**src/source/timebase_pkg.sv**
```systemverilog
/*
  Timebase package.
  Divider reload counts per turbo speed, the governor states and the
  tick counts used by the turbo and save-state logic.
*/
`default_nettype none

package timebase_pkg;

  typedef enum logic [1:0] {
    TURBO_1X   = 2'd0,
    TURBO_4X   = 2'd1,
    TURBO_50X  = 2'd2,
    TURBO_FULL = 2'd3
  } turbo_speed_t;

  typedef logic [11:0] div_count_t;

  // 117.964 MHz down to the 32.768 kHz core rate
  localparam div_count_t BASE_DIV_COUNT = 12'd3600;

  localparam div_count_t RELOAD_1X   = BASE_DIV_COUNT;
  localparam div_count_t RELOAD_4X   = div_count_t'(BASE_DIV_COUNT / 4);
  localparam div_count_t RELOAD_50X  = div_count_t'(BASE_DIV_COUNT / 50);
  // full speed is a special case, the half point is also 1
  localparam div_count_t RELOAD_FULL = 12'd1;

  // core ticks, shortened for simulation
  localparam int SUPPRESS_TICKS = 16;
  // double-rate ticks the CPU is held in reset
  localparam int SS_RESET_TICKS = 4;
  localparam int TICK_CNT_W =
    $clog2(((SUPPRESS_TICKS > SS_RESET_TICKS) ? SUPPRESS_TICKS : SS_RESET_TICKS) + 1);

  typedef enum logic [1:0] {
    GOV_IDLE,
    GOV_SUPPRESS,
    GOV_SS_RESET
  } gov_state_t;

endpackage

`default_nettype wire

```
**src/source/turbo_control.sv**
```systemverilog
/*
  Turbo control.
  Governor FSM that cancels turbo on buzzer or halt, holds off the cancel
  for a window after turbo is switched on, and sequences the save-state
  reset of the CPU.
*/
`timescale 1ns/1ns
`default_nettype none

module turbo_control (
  input  wire                              clk_sys_117_964,
  input  wire                              reset_turbo_s,
  input  wire timebase_pkg::turbo_speed_t  turbo_speed,
  input  wire                              cancel_on_event,
  input  wire                              suppress_on_activate,
  input  wire                              buzzer,
  input  wire                              ss_halt,
  input  wire                              ss_begin_reset,
  input  wire                              external_reset,
  input  wire                              clk_en_core,
  input  wire                              clk_en_2x,
  output logic                             turbo_clear,
  output logic                             cpu_reset
);

  import timebase_pkg::*;

  gov_state_t            state;
  gov_state_t            state_next;
  logic [TICK_CNT_W-1:0] tick_count;
  logic [TICK_CNT_W-1:0] tick_count_next;
  logic                  prev_speed_1x;
  logic                  activate;
  logic                  in_window;

  // turbo newly switched on with suppression requested
  assign activate = suppress_on_activate && prev_speed_1x && (turbo_speed != TURBO_1X);

  //////////////////////////////////////////////////////////////////////
  // governor FSM

  always_comb begin
    state_next      = state;
    tick_count_next = tick_count;
    if (ss_begin_reset) begin
      state_next      = GOV_SS_RESET;
      tick_count_next = TICK_CNT_W'(SS_RESET_TICKS);
    end else begin
      case (state)
        GOV_IDLE: begin
          if (activate) begin
            state_next      = GOV_SUPPRESS;
            tick_count_next = TICK_CNT_W'(SUPPRESS_TICKS);
          end
        end
        GOV_SUPPRESS: begin
          if (activate) begin
            tick_count_next = TICK_CNT_W'(SUPPRESS_TICKS);
          end else if (clk_en_core) begin
            // window counts in core time
            tick_count_next = tick_count - 1'b1;
            if (tick_count == TICK_CNT_W'(1)) begin
              state_next = GOV_IDLE;
            end
          end
        end
        GOV_SS_RESET: begin
          if (clk_en_2x) begin
            tick_count_next = tick_count - 1'b1;
            if (tick_count == TICK_CNT_W'(1)) begin
              state_next = GOV_IDLE;
            end
          end
        end
        default: state_next = GOV_IDLE;
      endcase
    end
  end

  always_ff @(posedge clk_sys_117_964) begin
    if (reset_turbo_s) begin
      state         <= GOV_IDLE;
      tick_count    <= '0;
      prev_speed_1x <= 1'b1;
    end else begin
      state         <= state_next;
      tick_count    <= tick_count_next;
      prev_speed_1x <= (turbo_speed == TURBO_1X);
    end
  end

  //////////////////////////////////////////////////////////////////////
  // outputs

  // the activation cycle itself already counts as inside the window
  assign in_window = (state == GOV_SUPPRESS) || (state_next == GOV_SUPPRESS);

  always_ff @(posedge clk_sys_117_964) begin
    if (reset_turbo_s) begin
      turbo_clear <= 1'b0;
    end else begin
      turbo_clear <= ss_halt || (cancel_on_event && buzzer && !in_window);
    end
  end

  assign cpu_reset = (state == GOV_SS_RESET) || external_reset;

endmodule

`default_nettype wire

```
**config.mk**
```make
export PLATFORM = sky130hd
export DESIGN_NAME = turbo_control
export DESIGN_NICKNAME = d
export VERILOG_FILES = /design/src/source/timebase_pkg.sv /design/src/source/turbo_control.sv
export SDC_FILE = /design/constraint.sdc
export NUM_CORES = 1
export LEC_CHECK = 0
export BUFFER_PORTS_ARGS = -buffer_cell sky130_fd_sc_hd__buf_4
export CORE_AREA = 8 8 45 47
export CTS_CLUSTER_DIAMETER = 60
export CTS_CLUSTER_SIZE = 8
export DETAILED_ROUTE_END_ITERATION = 10
export DIE_AREA = 0 0 53 55
export MAX_ROUTING_LAYER = met4
export PLACE_DENSITY = 0.81
export SLEW_MARGIN = 10
export SYNTH_ARGS = -nofsm -noshare
export SYNTH_HDL_FRONTEND = slang
export SYNTH_SLANG_ARGS = --single-unit
```
**constraint.sdc**
```tcl
create_clock -name clk_sys_117_964 -period 4.3 [get_ports clk_sys_117_964]
set_clock_uncertainty 0.05 [all_clocks]
set_input_delay 0.645 -clock clk_sys_117_964 [delete_from_list [all_inputs] [get_ports clk_sys_117_964]]
set_output_delay 0.645 -clock clk_sys_117_964 [all_outputs]
set_load 0.02 [all_outputs]
```
==> out/metrics.cfg <==
[cells_and_area]
final_core_utilization=0.569
layout-drive-gt1-share=0.211
insertedDiodeCount=0
relative_area_change_from_synthesis_to_final_layout_pct=21.0
layoutNonFillerInstCount=111
final_net_count=114
num-fill-cells=141

[sta]
clock.fmax_mhz=461
fin_setup_tns_ps=0
hold_viol=0
rsz0062_at_grt=false
max_slew_margin=0.757
timing.final.ws_setup_ps=2130
tightest_slew_ps=359
timing.final.max_slew_violations=0
final-setup-viol-count=0
post-route-min-period_ps=2170
timing.final.crit_share=0.504
hold_slack_ps=456

[synth]
synth_largest_area_cell=dfxtp_1
synthDominantCellAreaShare=0.277
yosys.cell_types.count=34
ff_latch_count_synth=9
post_synth.cell_area_avg_um2=8.13
synth_flop_cell=dfxtp_1
synth_nets=98
synth_edf_count=0
ys_async_sr_fraction=0
synth-warning-count=0
register_area_share_after_synthesis=0.277
synthesis.instances=80
yosys-top-cells-area=dfxtp_1 (28%), ha_1 (12%), inv_1 (4.6%), nor2_1 (4.6%), nor2b_1 (3.8%)
netlist_area_um2=651

[worst_setup_path]
worst_ep_arrival_time_ps=1470
cp_data_required_time_ps=3610
setup.worst_path.class=reg -> out
slowest_delay_ps=380
critPathCaptureType=output port
crit_fanout=6
worst_setup_path_start_kind=flip-flop
cell_breakdown_of_the_critical_path=inv_1, ha_1, or2_2, buf_4
critical_path.n_buffers_inverters=2
worstSetupPathDepth=4
critical_path.slowest_cell=dfxtp_1
timing.critical_path.max_delay_family=flip-flops
worst_r2r_startpoint=tick_count[0]$_SDFFE_PP0P_
critPathLaunch=state[0]$_SDFF_PP0_
reg2regPathDepth=6

[clocking]
ctsHoldBuffers=0
postCtsSetupBuffers=0
cts-buffers-inserted=3
h-tree-depth=1
clock_path_buffers=2
cts_resized=0
cts_tree=built
clk_pin_slew_worst_paths_ps=70
worstSkewPairLatency_ps=260
cts_root_buf=clkbuf_4
clock-sinks=9

[floorplan]
placementRows=14
fp.dieH_um=55
horizontal_die_dimension_um=53
design.core.area_um2=1380
floorplan.initialDensity=0.470
design.die.area_um2=2920
top_level_ports=14

[power_and_ir_drop]
power.share.combinational=0.252
p_leak_uw=0.000316
pwr_density_cell_nw_per_um2=273
power.switching_uw=66.6
internal_power_uw=149
switching_share=0.309
seqPwrFrac=0.426
vdd_ir_drop_max_mv=0.141
clockPowerShare=0.322

[placement]
placed_cells_incl_taps=107
placer_congestion_estimate=0.915
pre_cts_setup_slack_ps=2280
portBuffers=13
place.detailed.hpwl_mm=1.22

[worst_hold_path]
timing.hold.worst.start=tick_count[1]$_SDFFE_PP0P_
worstHoldPathCells=2
min-delay-path-class=reg -> reg

[run_status]
status=completed

[drt]
route.vias.total=641
drt_drc_violations_left=0
detailedRoute.firstPassIterationCount=4
ant_nets=0
first_drt_iteration_drcs=19
drt-vias-per-instance=5.77
route.detailed.wl_per_inst_um=14.2
wl_mm=1.57

[global_route]
global_route.peak_usage_layer=met2
globalRoute.totalOverflow=0
grt_pass1_vias=688
grt_first_pass_wirelength_mm=2.70
grtUsageMet3=0.0321
grt.met1_usage=0.119
grtUsageTotal=0.125
grt_met2_use=0.230
antenna_found_initial=0
maximum_number_of_pins_on_one_net_before_global_route_repair=10

[flow_run]
drv.max_cap_violation_count=0

## cell usage in the layout, fill, tap and decap left out, types with 3 or more instances in the layout
| master | count |
|---|---|
| nand3_1 | 3 |
| clkbuf_4 | 3 |
| a21oi_1 | 3 |
| buf_4 | 13 |
| dfxtp_1 | 9 |
| o21ai_0 | 4 |
| nand2_1 | 4 |
| nor2b_1 | 4 |
| inv_1 | 8 |
| nor2_1 | 8 |
| nor3_1 | 3 |
| ha_1 | 6 |
## metrics by stage
stage | instance area [um2] | total power [uW]
after floorplan | 651 | 129
after global placement | 761 | 146
after detailed placement | 761 | 147
after CTS | 787 | 214
after global routing | 787 | 227
final | 787 | 215
## path summary, 6_finish.rpt
| path | end | slack, ps |
|---|---|---|
| max | cpu_reset | 2130 |
| min | tick_count[1]$_SDFFE_PP0P_ | 460 |
| max reg2reg | turbo_clear$_SDFF_PP0_ | 2270 |
| min reg2reg | tick_count[1]$_SDFFE_PP0P_ | 460 |
## power groups by stage
stage	clock network, uW	registers (uW)	logic [uW]
after floorplan	0	93.4	35.5
after global routing	73.9	92.2	61.0
final	69.4	91.6	54.2
after CTS	68.3	91.5	54.3
after global placement	0	93.1	52.8
after detailed placement	0	93.4	53.8
## state kept, by name (all words and copies together) (netlist names)
| name | count |
|---|---|
| turbo_clear | 1 |
| state | 2 |
| prev_speed_1x | 1 |
| tick_count | 5 |
## final cells by class
type	count	area (um2)	area share
sequential	9	180	0.229
timing repair buffer	13	97.6	0.124
tap	16	20.0	0.0254
inverter	8	30.0	0.0382
clock buffer	4	26.3	0.0334
multi-input combinational	61	433	0.550
## per-layer routing
layer	vias to the layer above	wire length, um
li1	325	-
met1	299	631
met2	13	830
met3	4	93
met4	0	17
met5	-	0
## worst reg2reg max path: stages (launching register included)
cell,delay (ps)
dfxtp_1,420
ha_1,180
or4b_1,460
or3_4,400
nor2_1,100
o31a_1,190
a311oi_2,100
## synthesized netlist by cell type (all sizes together), types with 2 or more instances
| cell | n |
|---|---|
| nand2 | 4 |
| dfxtp | 9 |
| a21oi | 3 |
| nor3 | 4 |
| a31oi | 2 |
| nor2b | 4 |
| nor4 | 2 |
| inv | 8 |
| o41ai | 2 |
| or3 | 3 |
| nor2 | 8 |
| ha | 6 |
| o21ai | 4 |
| a311oi | 2 |
| nand3 | 3 |
## cell families after synthesis
group,synth area share
AND/OR/NAND/NOR,0.285
AO/OA/AOI/OAI,0.252
buffers and inverters,0.0577
adder cells (fa/ha/maj),0.115
XOR/XNOR,0.0135
flip-flops,0.277
Power figures use the tool's default switching activity.
