===== src/source/timebase_pkg.sv =====
/*
  Timebase package.
  Divider reload counts per turbo speed, the governor states and the
  tick counts used by the turbo and save-state logic.
*/
`default_nettype none

package timebase_pkg;

  typedef enum logic [1:0] {
    TURBO_1X   = 2'd0,
    TURBO_4X   = 2'd1,
    TURBO_50X  = 2'd2,
    TURBO_FULL = 2'd3
  } turbo_speed_t;

  typedef logic [11:0] div_count_t;

  // 117.964 MHz down to the 32.768 kHz core rate
  localparam div_count_t BASE_DIV_COUNT = 12'd3600;

  localparam div_count_t RELOAD_1X   = BASE_DIV_COUNT;
  localparam div_count_t RELOAD_4X   = div_count_t'(BASE_DIV_COUNT / 4);
  localparam div_count_t RELOAD_50X  = div_count_t'(BASE_DIV_COUNT / 50);
  // full speed is a special case, the half point is also 1
  localparam div_count_t RELOAD_FULL = 12'd1;

  // core ticks, shortened for simulation
  localparam int SUPPRESS_TICKS = 16;
  // double-rate ticks the CPU is held in reset
  localparam int SS_RESET_TICKS = 4;
  localparam int TICK_CNT_W =
    $clog2(((SUPPRESS_TICKS > SS_RESET_TICKS) ? SUPPRESS_TICKS : SS_RESET_TICKS) + 1);

  typedef enum logic [1:0] {
    GOV_IDLE,
    GOV_SUPPRESS,
    GOV_SS_RESET
  } gov_state_t;

endpackage

`default_nettype wire


===== src/source/clock_enable_divider.sv =====
/*
  Clock enable divider.
  Down counter that makes the core tick and the double-rate tick,
  scaled by the turbo speed and frozen during a save-state halt.
*/
`timescale 1ns/1ns
`default_nettype none

module clock_enable_divider (
  input  wire                              clk_sys_117_964,
  input  wire                              reset_turbo_s,
  input  wire timebase_pkg::turbo_speed_t  turbo_speed,
  input  wire                              ss_halt,
  output logic                             clk_en_core,
  output logic                             clk_en_2x
);

  import timebase_pkg::*;

  div_count_t reload;
  div_count_t div_count;
  div_count_t half_point;

  always_comb begin
    case (turbo_speed)
      TURBO_1X:   reload = RELOAD_1X;
      TURBO_4X:   reload = RELOAD_4X;
      TURBO_50X:  reload = RELOAD_50X;
      TURBO_FULL: reload = RELOAD_FULL;
      default:    reload = RELOAD_1X;
    endcase
  end

  //////////////////////////////////////////////////////////////////////
  // counter

  // half point is latched at each zero so a speed change mid period
  // cannot skip or double a 2x tick
  always_ff @(posedge clk_sys_117_964) begin
    if (reset_turbo_s) begin
      div_count  <= RELOAD_1X;
      half_point <= RELOAD_1X >> 1;
    end else if (!ss_halt) begin
      if (div_count == '0) begin
        div_count  <= reload;
        half_point <= (reload == RELOAD_FULL) ? RELOAD_FULL : (reload >> 1);
      end else begin
        div_count <= div_count - 1'b1;
      end
    end
  end

  // both ticks at the zero count, 2x also at the half point
  assign clk_en_core = !ss_halt && (div_count == '0);
  assign clk_en_2x   = !ss_halt && (div_count == '0 || div_count == half_point);

endmodule

`default_nettype wire


===== config.mk =====
export PLATFORM = sky130hd
export DESIGN_NAME = clock_enable_divider
export DESIGN_NICKNAME = d
export VERILOG_FILES = /design/src/source/timebase_pkg.sv /design/src/source/clock_enable_divider.sv
export SDC_FILE = /design/constraint.sdc
export NUM_CORES = 1
export LEC_CHECK = 0
export ABC_AREA = 1
export BUFFER_PORTS_ARGS = -buffer_cell sky130_fd_sc_hd__buf_2
export CORE_MARGIN = 8
export CORE_UTILIZATION = 48
export CTS_CLUSTER_SIZE = 40
export DETAILED_ROUTE_END_ITERATION = 10
export GPL_ROUTABILITY_DRIVEN = 0
export GPL_TIMING_DRIVEN = 0
export PLACE_DENSITY = 0.69
export SKIP_LAST_GASP = 1
export SLEW_MARGIN = 20
export SYNTH_ARGS = -nofsm -noshare
export SYNTH_HDL_FRONTEND = slang
export SYNTH_SLANG_ARGS = --single-unit

===== constraint.sdc =====
create_clock -name clk_sys_117_964 -period 3.01 [get_ports clk_sys_117_964]
set_input_delay 0.301 -clock clk_sys_117_964 [delete_from_list [all_inputs] [get_ports clk_sys_117_964]]
set_output_delay 0.301 -clock clk_sys_117_964 [all_outputs]
set_load 0.02 [all_outputs]

==> impl_metrics.json, run 1 <==
{
  "synth_warnings": 0,
  "p_total_w": 0.0005171,
  "syn_area_per_cell_um2": 6.608,
  "fmax_ghz": 0.4866,
  "status": "complete, no violations",
  "grt_pass1_vias": 1046,
  "layout_commonest_cell": "nand2_1",
  "start_kind": "flip-flop",
  "syn-cell-area_um2": 1104,
  "fp.dieH_um": 63.95,
  "drtIter0Drc": 31,
  "cp-end-kind": "output port",
  "cts_buffer_depth": 2,
  "maxCapViolCount": 0,
  "slew_headroom_pct": 70.20,
  "met1_length_um": 1240,
  "final_cell_mix": "nand2_1, nor2_1, inv_1, nand3_1, dfxtp_1",
  "cts_tree": "done",
  "cts.sinks": 17,
  "antenna_left": 0,
  "antenna-diode-count": 0,
  "clockRootBuffer": "clkbuf_4",
  "r2r_setup_slack_ns": 1.56,
  "drtPass1Iterations": 4,
  "crit_required_ns": 2.71,
  "n_fill_cell": 228,
  "grt_pass1_wl_um": 4533,
  "route.met3.wl_um": 137,
  "initial_core_util_pct": 50.37,
  "slew_violations": 0,
  "power_density_nw_per_um2": 432.7,
  "clk_latency_ns": 0.30,
  "hold_slack_ns": 0.2576,
  "cts_buffers": 3,
  "setup-tns-final_ns": 0,
  "min_period_ns": 2.055,
  "hold_viol_final": 0,
  "postCtsHoldBufs": 0,
  "ctsResizeCount": 0,
  "dp_hpwl_um": 2024,
  "synth_nets": 174,
  "multi_input_area_um2": 679.4,
  "cp.arrival_ns": 1.75,
  "port_buffers": 6,
  "drt-wirelength-per-cell_um": 12.53,
  "setup_viol": 0,
  "min_path_type": "primary input to flip-flop",
  "area_delta_synth_final_pct": 8.277,
  "ir_drop_mv": 0.2881,
  "rsz0062_at_grt": "false",
  "tightest_slew_ns": 0.4469,
  "worstSetupPathType": "flip-flop to output port",
  "antenna_found_initial": 0,
  "critPathMaxFanout": 7,
  "synth_seq_cells": 17,
  "yosysUniqueCellTypes": 25,
  "vias_per_cell": 5.278,
  "top_layer_used": "met4",
  "die_w_um": 63.95,
  "regArea_um2": 340.3,
  "grt_overflow_total": 0,
  "seq_area_frac_synth_pct": 30.84,
  "wirelength_um": 2568,
  "async_flop_share_pct": 0,
  "fp.dieArea_um2": 4090,
  "skew_ns": 0.004025,
  "dr_total_vias": 1082,
  "synth_edf_count": 0,
  "io_pins": 7,
  "post_cts_buffers": 0,
  "drcViolationCount": 0,
  "drive_above_1_share_pct": 12.99,
  "grt_max_degree": 11,
  "fp-row-count": 17,
  "min_period_over_period_pct": 68.27,
  "coreArea_um2": 2191,
  "final_nets": 185,
  "clk_pin_slew_ns": 0.10,
  "routed-wl-met2_um": 1134,
  "htreeDepth": 1,
  "grtUsageTotal_pct": 13.69,
  "synthFlopType": "dfxtp_1",
  "synthesis.instances": 167,
  "p_leak_nw": 0.5969
}
[synthesized netlist by cell type (2+ instances only)]
library cell	number	area, um^2
a21oi_1	7	35.03
nand2_1	42	157.7
inv_1	18	67.56
nor2_4	3	33.78
xnor2_1	3	26.28
nand3_1	18	90.09
nor2_2	2	12.51
dfxtp_1	17	340.3
nand4_1	8	50.05
xor2_1	4	35.03
nand2_2	3	18.77
nor3_1	3	15.01
nor2_1	19	71.32
ha_1	2	25.02
o21ai_0	8	40.04
[critical path: stages, from the launching register on]
cell	delay [ns]
dfxtp_1	0.37
inv_1	0.12
ha_1	0.21
nand2_2	0.08
nor2_4	0.14
nand2_4	0.08
nor2_8	0.11
inv_2	0.08
o21ai_0	0.07
buf_2	0.18
[area by class of cell]
cell class	count	area share (%)
plain buffers	2	0.7330
clock buffers	4	2.199
inverters	20	6.283
multi-input cells	128	56.86
flip-flops and latches	17	28.48
well taps	28	2.932
repair buffers	6	2.513
[final timing paths]
check,from,to,cells after the start
worst max register to register,div_count[0],half_point[9],8
worst min-delay path,reset_turbo_s,div_count[1],2
worst min register to register,half_point[8],half_point[8],2
worst max-delay path,div_count[0],clk_en_2x,9
[layer usage]
layer,track usage [%],up-vias
li1,-,563
met4,7.799,0
met5,0,-
met2,21.46,31
met1,17.00,480
met3,2.787,8
[flip-flops by register name, summed over array words and instances (netlist names)]
register and flops:
div_count 12, half_point 5
[through the flow]
stage                     setup WS (ns)  cells  cell area, um^2  util (%)
after floorplan                   1.355    167             1104         -
after global placement            1.299    201             1169     53.34
after detailed placement          1.303    201             1169     53.34
after CTS                        0.9572    205             1195     54.54
after global routing             0.7834    205             1195     54.54
final                            0.9550    205             1195     54.54
[where the power goes]
group / internal, W / switching [W] / total (W)
clock: 0.0000518 / 0.0000779 / 0.000130
sequential: 0.000239 / 0.0000247 / 0.000264
combinational: 0.0000453 / 0.0000782 / 0.000123
[cell families (layout without fill, tap and decap cells)]
logic type	after synthesis	count (layout)	share of synthesized area, %
buffers and inverters	22	32	7.595
AND/OR/NAND/NOR	103	103	46.26
XOR/XNOR	7	7	5.556
AO/OA/AOI/OAI	16	16	7.483
adder cells (fa/ha/maj)	2	2	2.267
flip-flops	17	17	30.84
(Power assumes the default switching activity.)
==> inputs of run 2 (changes only) <==
PLACE_DENSITY = 0.72   (was 0.69)
clock period = 1.7 ns   (was 3.01 ns; I/O delays follow)
==> run 2 against run 1 <==
Clock power rose by 73%. Cell count up 7.3%. Register-to-register slack got worse by 1.4 ns. Die area stayed put. Non-clock buffer count up 15. Combinational power rose by 130%. Critical path type unchanged. Largest cell class unchanged.
==> impl_metrics.json, run 2 (synthesis results as in run 1) <==
{
  "status": "complete, no violations",
  "coreArea_um2": 2191,
  "vias_per_cell": 5.500,
  "die_w_um": 63.95,
  "drive_above_1_share_pct": 27.60,
  "fp.dieH_um": 63.95,
  "fmax_ghz": 0.5955,
  "cp.arrival_ns": 1.51,
  "worstSetupPathType": "flip-flop to output port",
  "stdcell_count": 220,
  "drtIter0Drc": 54,
  "min_period_over_period_pct": 98.78,
  "final_cell_mix": "nand2_1, nor2_1, nand3_1, inv_1, buf_4",
  "cts_buffers": 3,
  "cp_slowest_cell": "dfxtp_4",
  "grt_pass1_wl_um": 4954,
  "layout_commonest_cell": "nand2_1",
  "area_delta_synth_final_pct": 24.04,
  "hold_viol_final": 0,
  "drtPass1Iterations": 4,
  "design_area_um2": 1369,
  "rsz0062_at_grt": "true",
  "grtUsageTotal_pct": 15.12,
  "clockRootBuffer": "clkbuf_4",
  "dp_hpwl_um": 2093,
  "wirelength_um": 3078,
  "postCtsHoldBufs": 0,
  "hold_slack_ns": 0.1316,
  "cpPeakStageDelay_ns": 0.36,
  "clk_pin_slew_ns": 0.09,
  "dpl_cell_area_um2": 1169,
  "ir_drop_mv": 0.5353,
  "skew_ns": 0.007015,
  "largest_reg_flops": 12,
  "port_buffers": 6,
  "grt_pass1_vias": 1104,
  "slew_headroom_pct": 66.53,
  "min_period_ns": 1.679,
  "drcViolationCount": 0,
  "io_pins": 7,
  "grt_overflow_total": 0,
  "start_kind": "flip-flop",
  "setup_viol": 0,
  "antenna_found_initial": 0,
  "drt-wirelength-per-cell_um": 13.99,
  "grt_max_degree": 11,
  "tightest_slew_ns": 0.5020,
  "p_total_w": 0.0009696,
  "cp_cell_sequence": "inv_4, ha_4, nand2_4, nor2_4, nand2_4, nor2_8, buf_6, buf_6",
  "crit_required_ns": 1.53,
  "htreeDepth": 1,
  "fp-row-count": 17,
  "fp.dieArea_um2": 4090,
  "final_nets": 200,
  "antenna-diode-count": 0,
  "p_leak_nw": 0.6825,
  "min_path_type": "primary input to flip-flop",
  "critPathMaxFanout": 4,
  "initial_core_util_pct": 50.37,
  "cts_buffer_depth": 2,
  "power_density_nw_per_um2": 708.4,
  "maxCapViolCount": 0,
  "cts.sinks": 17,
  "reg_top3": "div_count (12), half_point (5)",
  "dp.cells": 201,
  "antenna_left": 0,
  "setup-tns-final_ns": 0,
  "cts_tree": "done",
  "cp-end-kind": "output port",
  "top_register": "div_count",
  "slew_violations": 0,
  "clk_latency_ns": 0.30,
  "dr_total_vias": 1210
}
-- run 2: cell types whose count changed in the layout (fill, tap and decap cells not counted), sizes merged --
cell	delta
buf	+15
-- run 2: critical path: cells and delay by family, from the launching register on --
family / cells / cell delay [ns]
adder cells (fa/ha/maj): 1 / 0.15
buffers and inverters: 3 / 0.31
flip-flops: 1 / 0.36
AND/OR/NAND/NOR: 4 / 0.38
-- run 2: final cells by class --
class	count	area (um^2)
fillers	198	822.0
multi-input cells	128	703.2
flip-flops and latches	17	356.6
repair buffers	21	158.9
inverters	20	80.08
well taps	28	35.03
clock buffers	4	26.28
plain buffers	2	8.758
-- run 2: stage by stage --
stage,util [%],worst slack (ns)
floorplan,-,0.1761
global placement,53.34,0.1296
detailed placement,53.34,0.1115
CTS,60.31,0.001167
global route,62.48,-0.01781
finish,62.48,0.02067
-- run 2: layer usage --
metal / GRT usage (%) / vias to the layer above / share of wire, %
met5: 0 / - / 0
met2: 24.47 / 55 / 48
li1: - / 591 / -
met4: 7.799 / 0 / 1.7
met1: 17.20 / 557 / 42
met3: 5.226 / 7 / 8.5
-- run 2: path summary, 6_finish.rpt --
path	from	endpoint	slack [ns]	cells after the start
hold reg to reg	half_point[8]	half_point[8]	0.49	2
setup / recovery	div_count[0]	clk_en_core	0.02	8
hold / removal	reset_turbo_s	half_point[7]	0.13	2
setup reg to reg	div_count[0]	half_point[0]	0.19	11
-- run 2: power by group --
part           total [W]  leakage (nW)  switching (W)  internal [W]
Combinational   0.000277         0.528       0.000166      0.000111
Sequential      0.000468         0.140      0.0000399      0.000428
Clock           0.000225        0.0150       0.000133     0.0000917
-- run 2: what timing repair did --
item                       4_1_cts  5_1_grt
pin swaps                        6        6
setup endpoints to repair        2        2
resized for setup               22        5
setup buffers                   11        4
