`src/source/bridge_map_pkg.sv`:
```
/*
  Bridge map package.
  Host bridge addresses, the ROM load window and the bus widths.
*/
`default_nettype none

package bridge_map_pkg;

  typedef logic [31:0] bridge_addr_t;
  typedef logic [31:0] bridge_data_t;

  // settings registers
  localparam bridge_addr_t ADDR_RESET    = 32'h0000_0000;
  localparam bridge_addr_t ADDR_SOUND    = 32'h0000_0010;
  localparam bridge_addr_t ADDR_TURBO    = 32'h0000_0100;
  localparam bridge_addr_t ADDR_CANCEL   = 32'h0000_0104;
  localparam bridge_addr_t ADDR_SUPPRESS = 32'h0000_0108;

  // upper nibble of the address selects the ROM load window
  localparam logic [3:0] ROM_WINDOW = 4'h1;

  typedef logic [12:0] rom_addr_t;
  typedef logic [11:0] rom_word_t;
  typedef logic [15:0] rom_store_t;
  localparam int ROM_DEPTH = 1 << $bits(rom_addr_t);

  localparam int AUDIO_WIDTH = 15;
  // buzzer is copied onto this many low bits
  localparam int AUDIO_SPREAD = 13;

  // shortened hold for simulation
  localparam int RESET_HOLD_CYCLES = 64;
  localparam int HOLD_CNT_W = $clog2(RESET_HOLD_CYCLES + 1);

endpackage

`default_nettype wire

```
`src/source/timebase_pkg.sv`:
```
/*
  Timebase package.
  Divider reload counts per turbo speed, the governor states and the
  tick counts used by the turbo and save-state logic.
*/
`default_nettype none

package timebase_pkg;

  typedef enum logic [1:0] {
    TURBO_1X   = 2'd0,
    TURBO_4X   = 2'd1,
    TURBO_50X  = 2'd2,
    TURBO_FULL = 2'd3
  } turbo_speed_t;

  typedef logic [11:0] div_count_t;

  // 117.964 MHz down to the 32.768 kHz core rate
  localparam div_count_t BASE_DIV_COUNT = 12'd3600;

  localparam div_count_t RELOAD_1X   = BASE_DIV_COUNT;
  localparam div_count_t RELOAD_4X   = div_count_t'(BASE_DIV_COUNT / 4);
  localparam div_count_t RELOAD_50X  = div_count_t'(BASE_DIV_COUNT / 50);
  // full speed is a special case, the half point is also 1
  localparam div_count_t RELOAD_FULL = 12'd1;

  // core ticks, shortened for simulation
  localparam int SUPPRESS_TICKS = 16;
  // double-rate ticks the CPU is held in reset
  localparam int SS_RESET_TICKS = 4;
  localparam int TICK_CNT_W =
    $clog2(((SUPPRESS_TICKS > SS_RESET_TICKS) ? SUPPRESS_TICKS : SS_RESET_TICKS) + 1);

  typedef enum logic [1:0] {
    GOV_IDLE,
    GOV_SUPPRESS,
    GOV_SS_RESET
  } gov_state_t;

endpackage

`default_nettype wire

```
`src/source/core_settings.sv`:
```
/*
  Core settings.
  Host register bank on the bridge bus, the turbo speed readback, the
  external reset hold and the buzzer audio level.
*/
`timescale 1ns/1ns
`default_nettype none

module core_settings (
  input  wire                                    clk_sys_117_964,
  input  wire                                    reset_turbo_s,
  input  wire bridge_map_pkg::bridge_addr_t      bridge_addr,
  input  wire                                    bridge_wr,
  input  wire bridge_map_pkg::bridge_data_t      bridge_wr_data,
  input  wire                                    bridge_rd,
  output bridge_map_pkg::bridge_data_t           bridge_rd_data,
  input  wire                                    turbo_clear,
  input  wire                                    buzzer,
  output timebase_pkg::turbo_speed_t             turbo_speed,
  output logic                                   cancel_on_event,
  output logic                                   suppress_on_activate,
  output logic                                   external_reset,
  output logic [bridge_map_pkg::AUDIO_WIDTH-1:0] audio_level
);

  import bridge_map_pkg::*;
  import timebase_pkg::*;

  logic                  sound_disable;
  logic [HOLD_CNT_W-1:0] hold_count;

  //////////////////////////////////////////////////////////////////////
  // register writes

  always_ff @(posedge clk_sys_117_964) begin
    if (reset_turbo_s) begin
      sound_disable        <= 1'b0;
      turbo_speed          <= TURBO_1X;
      cancel_on_event      <= 1'b0;
      suppress_on_activate <= 1'b0;
    end else begin
      if (bridge_wr) begin
        case (bridge_addr)
          ADDR_SOUND:    sound_disable        <= bridge_wr_data[0];
          ADDR_TURBO:    turbo_speed          <= turbo_speed_t'(bridge_wr_data[1:0]);
          ADDR_CANCEL:   cancel_on_event      <= bridge_wr_data[0];
          ADDR_SUPPRESS: suppress_on_activate <= bridge_wr_data[0];
          default: ;
        endcase
      end
      // governor cancel wins over a host write in the same cycle
      if (turbo_clear) begin
        turbo_speed <= TURBO_1X;
      end
    end
  end

  // only turbo speed reads back, everything else is zero
  always_ff @(posedge clk_sys_117_964) begin
    if (reset_turbo_s) begin
      bridge_rd_data <= '0;
    end else if (bridge_rd) begin
      bridge_rd_data <= '0;
      if (bridge_addr == ADDR_TURBO) begin
        bridge_rd_data[1:0] <= turbo_speed;
      end
    end
  end

  //////////////////////////////////////////////////////////////////////
  // external reset hold

  always_ff @(posedge clk_sys_117_964) begin
    if (reset_turbo_s) begin
      hold_count <= '0;
    end else if (bridge_wr && bridge_addr == ADDR_RESET) begin
      hold_count <= HOLD_CNT_W'(RESET_HOLD_CYCLES);
    end else if (hold_count != '0) begin
      hold_count <= hold_count - 1'b1;
    end
  end

  assign external_reset = (hold_count != '0);

  // muted when disabled or running at 50x and above
  assign audio_level = (!sound_disable && turbo_speed < TURBO_50X) ?
                       {{(AUDIO_WIDTH - AUDIO_SPREAD){1'b0}}, {AUDIO_SPREAD{buzzer}}} :
                       '0;

endmodule

`default_nettype wire

```
`config.mk`:
```
export PLATFORM = sky130hd
export DESIGN_NAME = core_settings
export DESIGN_NICKNAME = d
export VERILOG_FILES = /design/src/source/bridge_map_pkg.sv /design/src/source/timebase_pkg.sv /design/src/source/core_settings.sv
export SDC_FILE = /design/constraint.sdc
export NUM_CORES = 1
export LEC_CHECK = 0
export BUFFER_PORTS_ARGS = -buffer_cell sky130_fd_sc_hd__buf_4
export CAP_MARGIN = 25
export CORE_ASPECT_RATIO = 1.25
export CORE_MARGIN = 1
export CORE_UTILIZATION = 35
export DETAILED_ROUTE_END_ITERATION = 16
export PLACE_DENSITY = 0.81
export SLEW_MARGIN = 20
export SYNTH_ARGS = -nofsm -noshare
export SYNTH_HDL_FRONTEND = slang
export SYNTH_SLANG_ARGS = --single-unit
```
`constraint.sdc`:
```
create_clock -name clk_sys_117_964 -period 2.4 [get_ports clk_sys_117_964]
set_clock_uncertainty 0.15 [all_clocks]
set_input_delay 0.24 -clock clk_sys_117_964 [delete_from_list [all_inputs] [get_ports clk_sys_117_964]]
set_output_delay 0.24 -clock clk_sys_117_964 [all_outputs]
set_load 0.01 [all_outputs]
```
==> qor.yml, run 1 <==
setup_path:
  criticalPathCategory: "flip-flop to output port"
  end_kind: "output port"
  critPathMaxStageDelay_ps: 430
  r2r_start: "hold_count[2]$_SDFFE_PP0P_"
  worstPathCellList: "or3_4, nor3_4, inv_2, buf_4"
  r2r_slack_ps: 620
  worstPathMaxFanout: 6
  crit_family: "simple AND/OR/NAND/NOR gates"
  cp_num_buf_inv: 2
  arrival_ps: 1620
  worst_ep_required_time_ps: 2010
  critPathSlowestCell: "or3_4"
  critPathLaunch: "hold_count[2]$_SDFFE_PP0P_"
  start_kind: "flip-flop"
timing:
  tns_ps: 0
  relSlewSlack_pct: 64.6
  final_max_slew_viol_count: 0
  period_share_pct: 83.9
  worst_slew_pin_slew_ps: 526
  hold_viol_final: 0
  fin_crit_ps: 2010
  max_freq_mhz: 497
  setup_viol: 0
  rsz0062_at_grt: "no"
floorplan:
  die_h_microns: 65.9
  num_rows: 22
  start_util_pct: 37.8
  io_pins: 122
  die_width_microns: 53.2
  die_area_sq_mm: 0.00351
  core_area_sq_mm: 0.00303
grt:
  grt_pass1_wl_microns: 3830
  grt_pass1_vias: 957
  antenna_found_initial: 0
  track_usage_pct: 14.6
  gr-total-overflow: 0
  grt_max_degree: 17
hold_path:
  min_from: "bridge_rd"
  min_path_type: "input port to flip-flop"
cts:
  insertion_delay_ps: 270
  hold_buffers: 0
  clock_path_buffers: 2
  htreeDepth: 1
  cts_setup_buffers: 0
  cts_tree: "yes"
  clk_pin_slew_worst_paths_ps: 80
  cts-root-buf: "clkbuf_4"
  cts_num_sinks: 14
  post_cts_resized: 0
  cts_buffers: 3
cells_and_area:
  diodes: 0
  area_growth_syn_to_layout_pct: 25.5
  nNetsFinal: 252
  final_util_pct: 47.4
  drive_gt1_share_pct: 41.3
detailed_routing:
  via_count: 966
  avgViaCountPerCell: 4.49
  drc: 0
  wl_microns: 2320
  post_drt_wl_per_cell_microns: 10.8
  drt_iter0_drc: 16
  firstDrtPassIters: 4
  antenna_left: 0
power:
  p_seq_share_pct: 34.0
  p_comb_share_pct: 52.2
  irDropWorstVdd_uv: 413
  switching_share_pct: 38.1
  power.internal_mw: 0.582
  pwr-share-clk_pct: 13.8
  power.density_mw_per_mm2: 655
  finalPower_mw: 0.941
  p_leak_nw: 0.687
  power.switching_mw: 0.359
synthesis:
  synth_top_area_cell: "buf_4"
  syn_inst: 132
  postSynthAreaPerCell_sq_um: 8.67
  synth_warnings: 0
  synth.distinct_cells: 37
  synth.cell_area_sq_mm: 0.00114
  synth-edff-count: 0
  synth.most_common_cell: "buf_4"
  synth.top_cell.area_share_pct: 28.9
  synth_flop_cell: "dfxtp_1"
  yosys-top-cells-area: "buf_4, dfxtp_1, nor4_1"
  async_flop_share_pct: 0
  synth_seq_area_share_pct: 24.5
  ys_seq_elements: 14
  synth_common_cells: "buf_4, dfxtp_1, nor4_1, nor3_1"
status:
  status: "completed"
place:
  post-dp-hpwl_microns: 1980
  gp_congestion: 0.742
  portBuffers: 59
flow_run:
  drv_cap: 0
cell families (layout without fill, tap and decap cells):
group	Yosys count	in the layout	share of synthesized area [%]
DFF	14	14	24.5
and+or+nand+nor	49	49	28.9
buffers and inverters	52	68	31.6
other	1	32	0.328
muxes	5	5	4.37
xor gates and xnor gates	5	5	3.82
AOI/OAI and AO/OA	5	5	5.46
adders and majority gates	1	1	1.09
power by group through the flow:
stage	clock network, mW	registers (mW)	logic, mW
5_1_grt	0.151	0.326	0.537
3_5_place_dp	0	0.325	0.491
4_1_cts	0.133	0.319	0.497
3_3_place_gp	0	0.321	0.483
2_1_floorplan	0	0.315	0.411
6_report	0.130	0.320	0.491
metrics by stage:
step                instances  hold WS, ps  worst slack (ps)  instance area, sq um
floorplan                 163          207               442                  1260
global placement          212          313               531                  1410
detailed placement        212          324               483                  1410
CTS                       215         39.7               362                  1440
global route              215         26.9               286                  1440
finish                    215         41.5               387                  1440
routing by layer:
layer	GRT usage, %	part of all wire (%)	vias up
met5	0	0	-
met2	27.2	56	54
met1	15.0	37	432
met3	4.60	7.3	0
met4	4.28	0	0
li1	-	-	480
layout by cell type (no fill, tap or decap), types with 2 or more instances in the layout:
cell type | synthesis | final
nor2_1 | 3 | 3
or3b_2 | 2 | 2
inv_1 | 4 | 4
nand4_1 | 4 | 4
clkbuf_4 | 0 | 3
nor3_1 | 6 | 6
conb_1 | 1 | 32
buf_4 | 44 | 60
nand3_1 | 2 | 2
nor4_1 | 9 | 9
xnor2_1 | 4 | 4
nand2_1 | 5 | 5
and4_1 | 2 | 2
nand2b_1 | 5 | 5
dfxtp_1 | 14 | 14
mux2i_1 | 5 | 5
final timing paths:
check | end | depth (start not counted)
hold reg to reg | turbo_speed[0]$_SDFFE_PP0P_ | 2
setup reg to reg | hold_count[1]$_SDFFE_PP0P_ | 4
setup / recovery | external_reset | 4
hold / removal | bridge_rd_data[1]$_SDFFE_PP0P_ | 2
sequential cells by signal (all words and copies together), names as in the netlist:
register,count
suppress_on_activate,1
hold_count,7
cancel_on_event,1
bridge_rd_data,2
sound_disable,1
turbo_speed,2
layout make-up:
class | instances | area, sq um
Multi-Input combinational cell | 97 | 619
Fill cell | 325 | 1590
Sequential cell | 14 | 280
Inverter | 5 | 18.8
Tap cell | 36 | 45.0
Clock buffer | 3 | 22.5
Timing Repair Buffer | 60 | 450
Power figures use the tool's default switching activity.
==> run 2, diff against run 1 <==
==> constraint.sdc (replaced) <==
create_clock -name clk_sys_117_964 -period 1.9 [get_ports clk_sys_117_964]
set_clock_uncertainty 0.15 [all_clocks]
set_input_delay 0.19 -clock clk_sys_117_964 [delete_from_list [all_inputs] [get_ports clk_sys_117_964]]
set_output_delay 0.19 -clock clk_sys_117_964 [all_outputs]
set_load 0.01 [all_outputs]
==> run 2 against run 1 <==
- clock-buffer cell count increased by 1
- global-route usage rose by 0.57 points
- non-clock buffer count rose by 4
- worst hold slack got worse by 25 ps
- combinational power increased by 34%
- clock power rose by 61%
- sequential cell count unchanged
==> qor.yml, run 2 (synthesis results as in run 1) <==
status:
  status: "completed"
timing:
  tns_ps: 0  # unchanged
  max_freq_mhz: 555
  worst_slew_pin_slew_ps: 491  # -35.0 ps
  final_max_slew_viol_count: 0  # unchanged
  setup_viol: 0  # unchanged
  rsz0062_at_grt: "no"
  fin_crit_ps: 1800
  period_share_pct: 94.8
  hold_slack_ps: 16.6  # -24.9 ps
  hold_viol_final: 0  # unchanged
  relSlewSlack_pct: 66.9  # +2.4 points
  setup_slack_ps: 99.1  # -288 ps
cells_and_area:
  nFillCells: 312  # -4.0%
  stdcell_count: 220  # +2.3%
  largestRegisters: "hold_count: 7 flops, bridge_rd_data: 2 flops, turbo_speed: 2 flops"
  drive_gt1_share_pct: 43.5  # +2.1 points
  layout.cells.most_common: "buf_4"
  area_growth_syn_to_layout_pct: 30.2
  mostFrequentLayoutCells: "buf_4, conb_1, dfxtp_1, nor4_1, nor3_1"
  final_util_pct: 49.2  # +1.8 points
  fin_area_sq_mm: 0.00149  # +3.7%
  nNetsFinal: 256  # +1.6%
  largest_reg_flops: 7  # unchanged
  diodes: 0  # unchanged
  regMostFlops: "hold_count"
cts:
  clk_pin_slew_worst_paths_ps: 80  # about the same
  cts-root-buf: "clkbuf_4"
  insertion_delay_ps: 280  # about the same
  cts_num_sinks: 14  # unchanged
  htreeDepth: 1  # unchanged
  cts_buffers: 3  # unchanged
  clock_path_buffers: 2  # unchanged
  cts_tree: "yes"
setup_path:
  critPathLaunch: "hold_count[2]$_SDFFE_PP0P_"
  r2r_start: "hold_count[2]$_SDFFE_PP0P_"
  criticalPathCategory: "flip-flop to output port"
  worstPathMaxFanout: 4  # -2
  end_kind: "output port"
  arrival_ps: 1460  # -160 ps
  worst_ep_required_time_ps: 1560  # -450 ps
  start_kind: "flip-flop"
detailed_routing:
  antenna_left: 0  # unchanged
  drc: 0  # unchanged
  avgViaCountPerCell: 4.48  # -0.25%
  post_drt_wl_per_cell_microns: 10.6  # -1.3%
  via_count: 986  # +2.1%
  drt_iter0_drc: 12  # -4
  wl_microns: 2340  # +0.99%
  firstDrtPassIters: 2  # -2
grt:
  grt_max_degree: 17  # unchanged
  antenna_found_initial: 0  # unchanged
  grt_pass1_wl_microns: 3920  # +2.4%
  grt_pass1_vias: 941  # -1.7%
  gr-total-overflow: 0  # unchanged
  track_usage_pct: 15.2  # +0.57 points
floorplan:
  core_area_sq_mm: 0.00303  # unchanged
  die_h_microns: 65.9  # unchanged
  start_util_pct: 37.8  # unchanged
  io_pins: 122  # unchanged
  die_width_microns: 53.2  # unchanged
  die_area_sq_mm: 0.00351  # unchanged
  num_rows: 22  # unchanged
flow_run:
  drv_cap: 0  # unchanged
place:
  pre_cts_slack_ps: 83.7  # -399 ps
  dp.cells: 215  # +1.4%
  place_area_sq_mm: 0.00144  # +1.9%
  gp_congestion: 0.779  # +5.0%
  portBuffers: 59  # unchanged
  post-dp-hpwl_microns: 1990  # +0.70%
power:
  finalPower_mw: 1.27  # +35%
  power.density_mw_per_mm2: 851  # +30%
  irDropWorstVdd_uv: 455  # +10%
  p_leak_nw: 0.716  # +4.3%
hold_path:
  min_from: "bridge_wr_data[1]"
  min_path_type: "input port to flip-flop"
[run 2: routing by layer]
layer	part of all wire, %	vias up	global-route usage, %
li1	-	490	-
met1	34	428	15.6
met2	56	61	29.0
met3	8.5	7	2.76
met4	2.1	0	5.92
met5	0	-	0
[run 2: final cells by class]
cell class              count  area, sq um  area share [%]
repair buffers             64          483            32.4
clock buffers               4         36.3            2.43
multi-input cells          97          627            42.1
well taps                  36         45.0            3.02
inverters                   5         18.8            1.26
flip-flops and latches     14          280            18.8
[run 2: timing repair]
action                                  4_1_cts  5_1_grt
gates resized for setup                       0        1
setup buffers                                 0        0
endpoints found under the setup margin        0        1
endpoints found under the hold margin         1        0
hold buffers                                  1        0
[run 2: worst max-delay path: stages, from the launching register on]
cell and delay (ps):
dfxtp_1 340, or3_4 430, nor3_4 190, inv_2 70
buf_4 140
[run 2: final timing paths]
path                                                          end  slack (ps)  cells past startpoint
worst min-delay path                  turbo_speed[1]$_SDFFE_PP0P_          20                      3
worst max-delay path                               external_reset         100                      4
worst min register to register  suppress_on_activate$_SDFFE_PP0P_         340                      2
worst max register to register         hold_count[1]$_SDFFE_PP0P_         300                      4
[run 2: power by group]
part	internal, mW	switching (mW)	total [mW]
combinational	0.337	0.322	0.659
clock	0.117	0.0928	0.209
sequential	0.354	0.0455	0.400
total	0.808	0.460	1.27
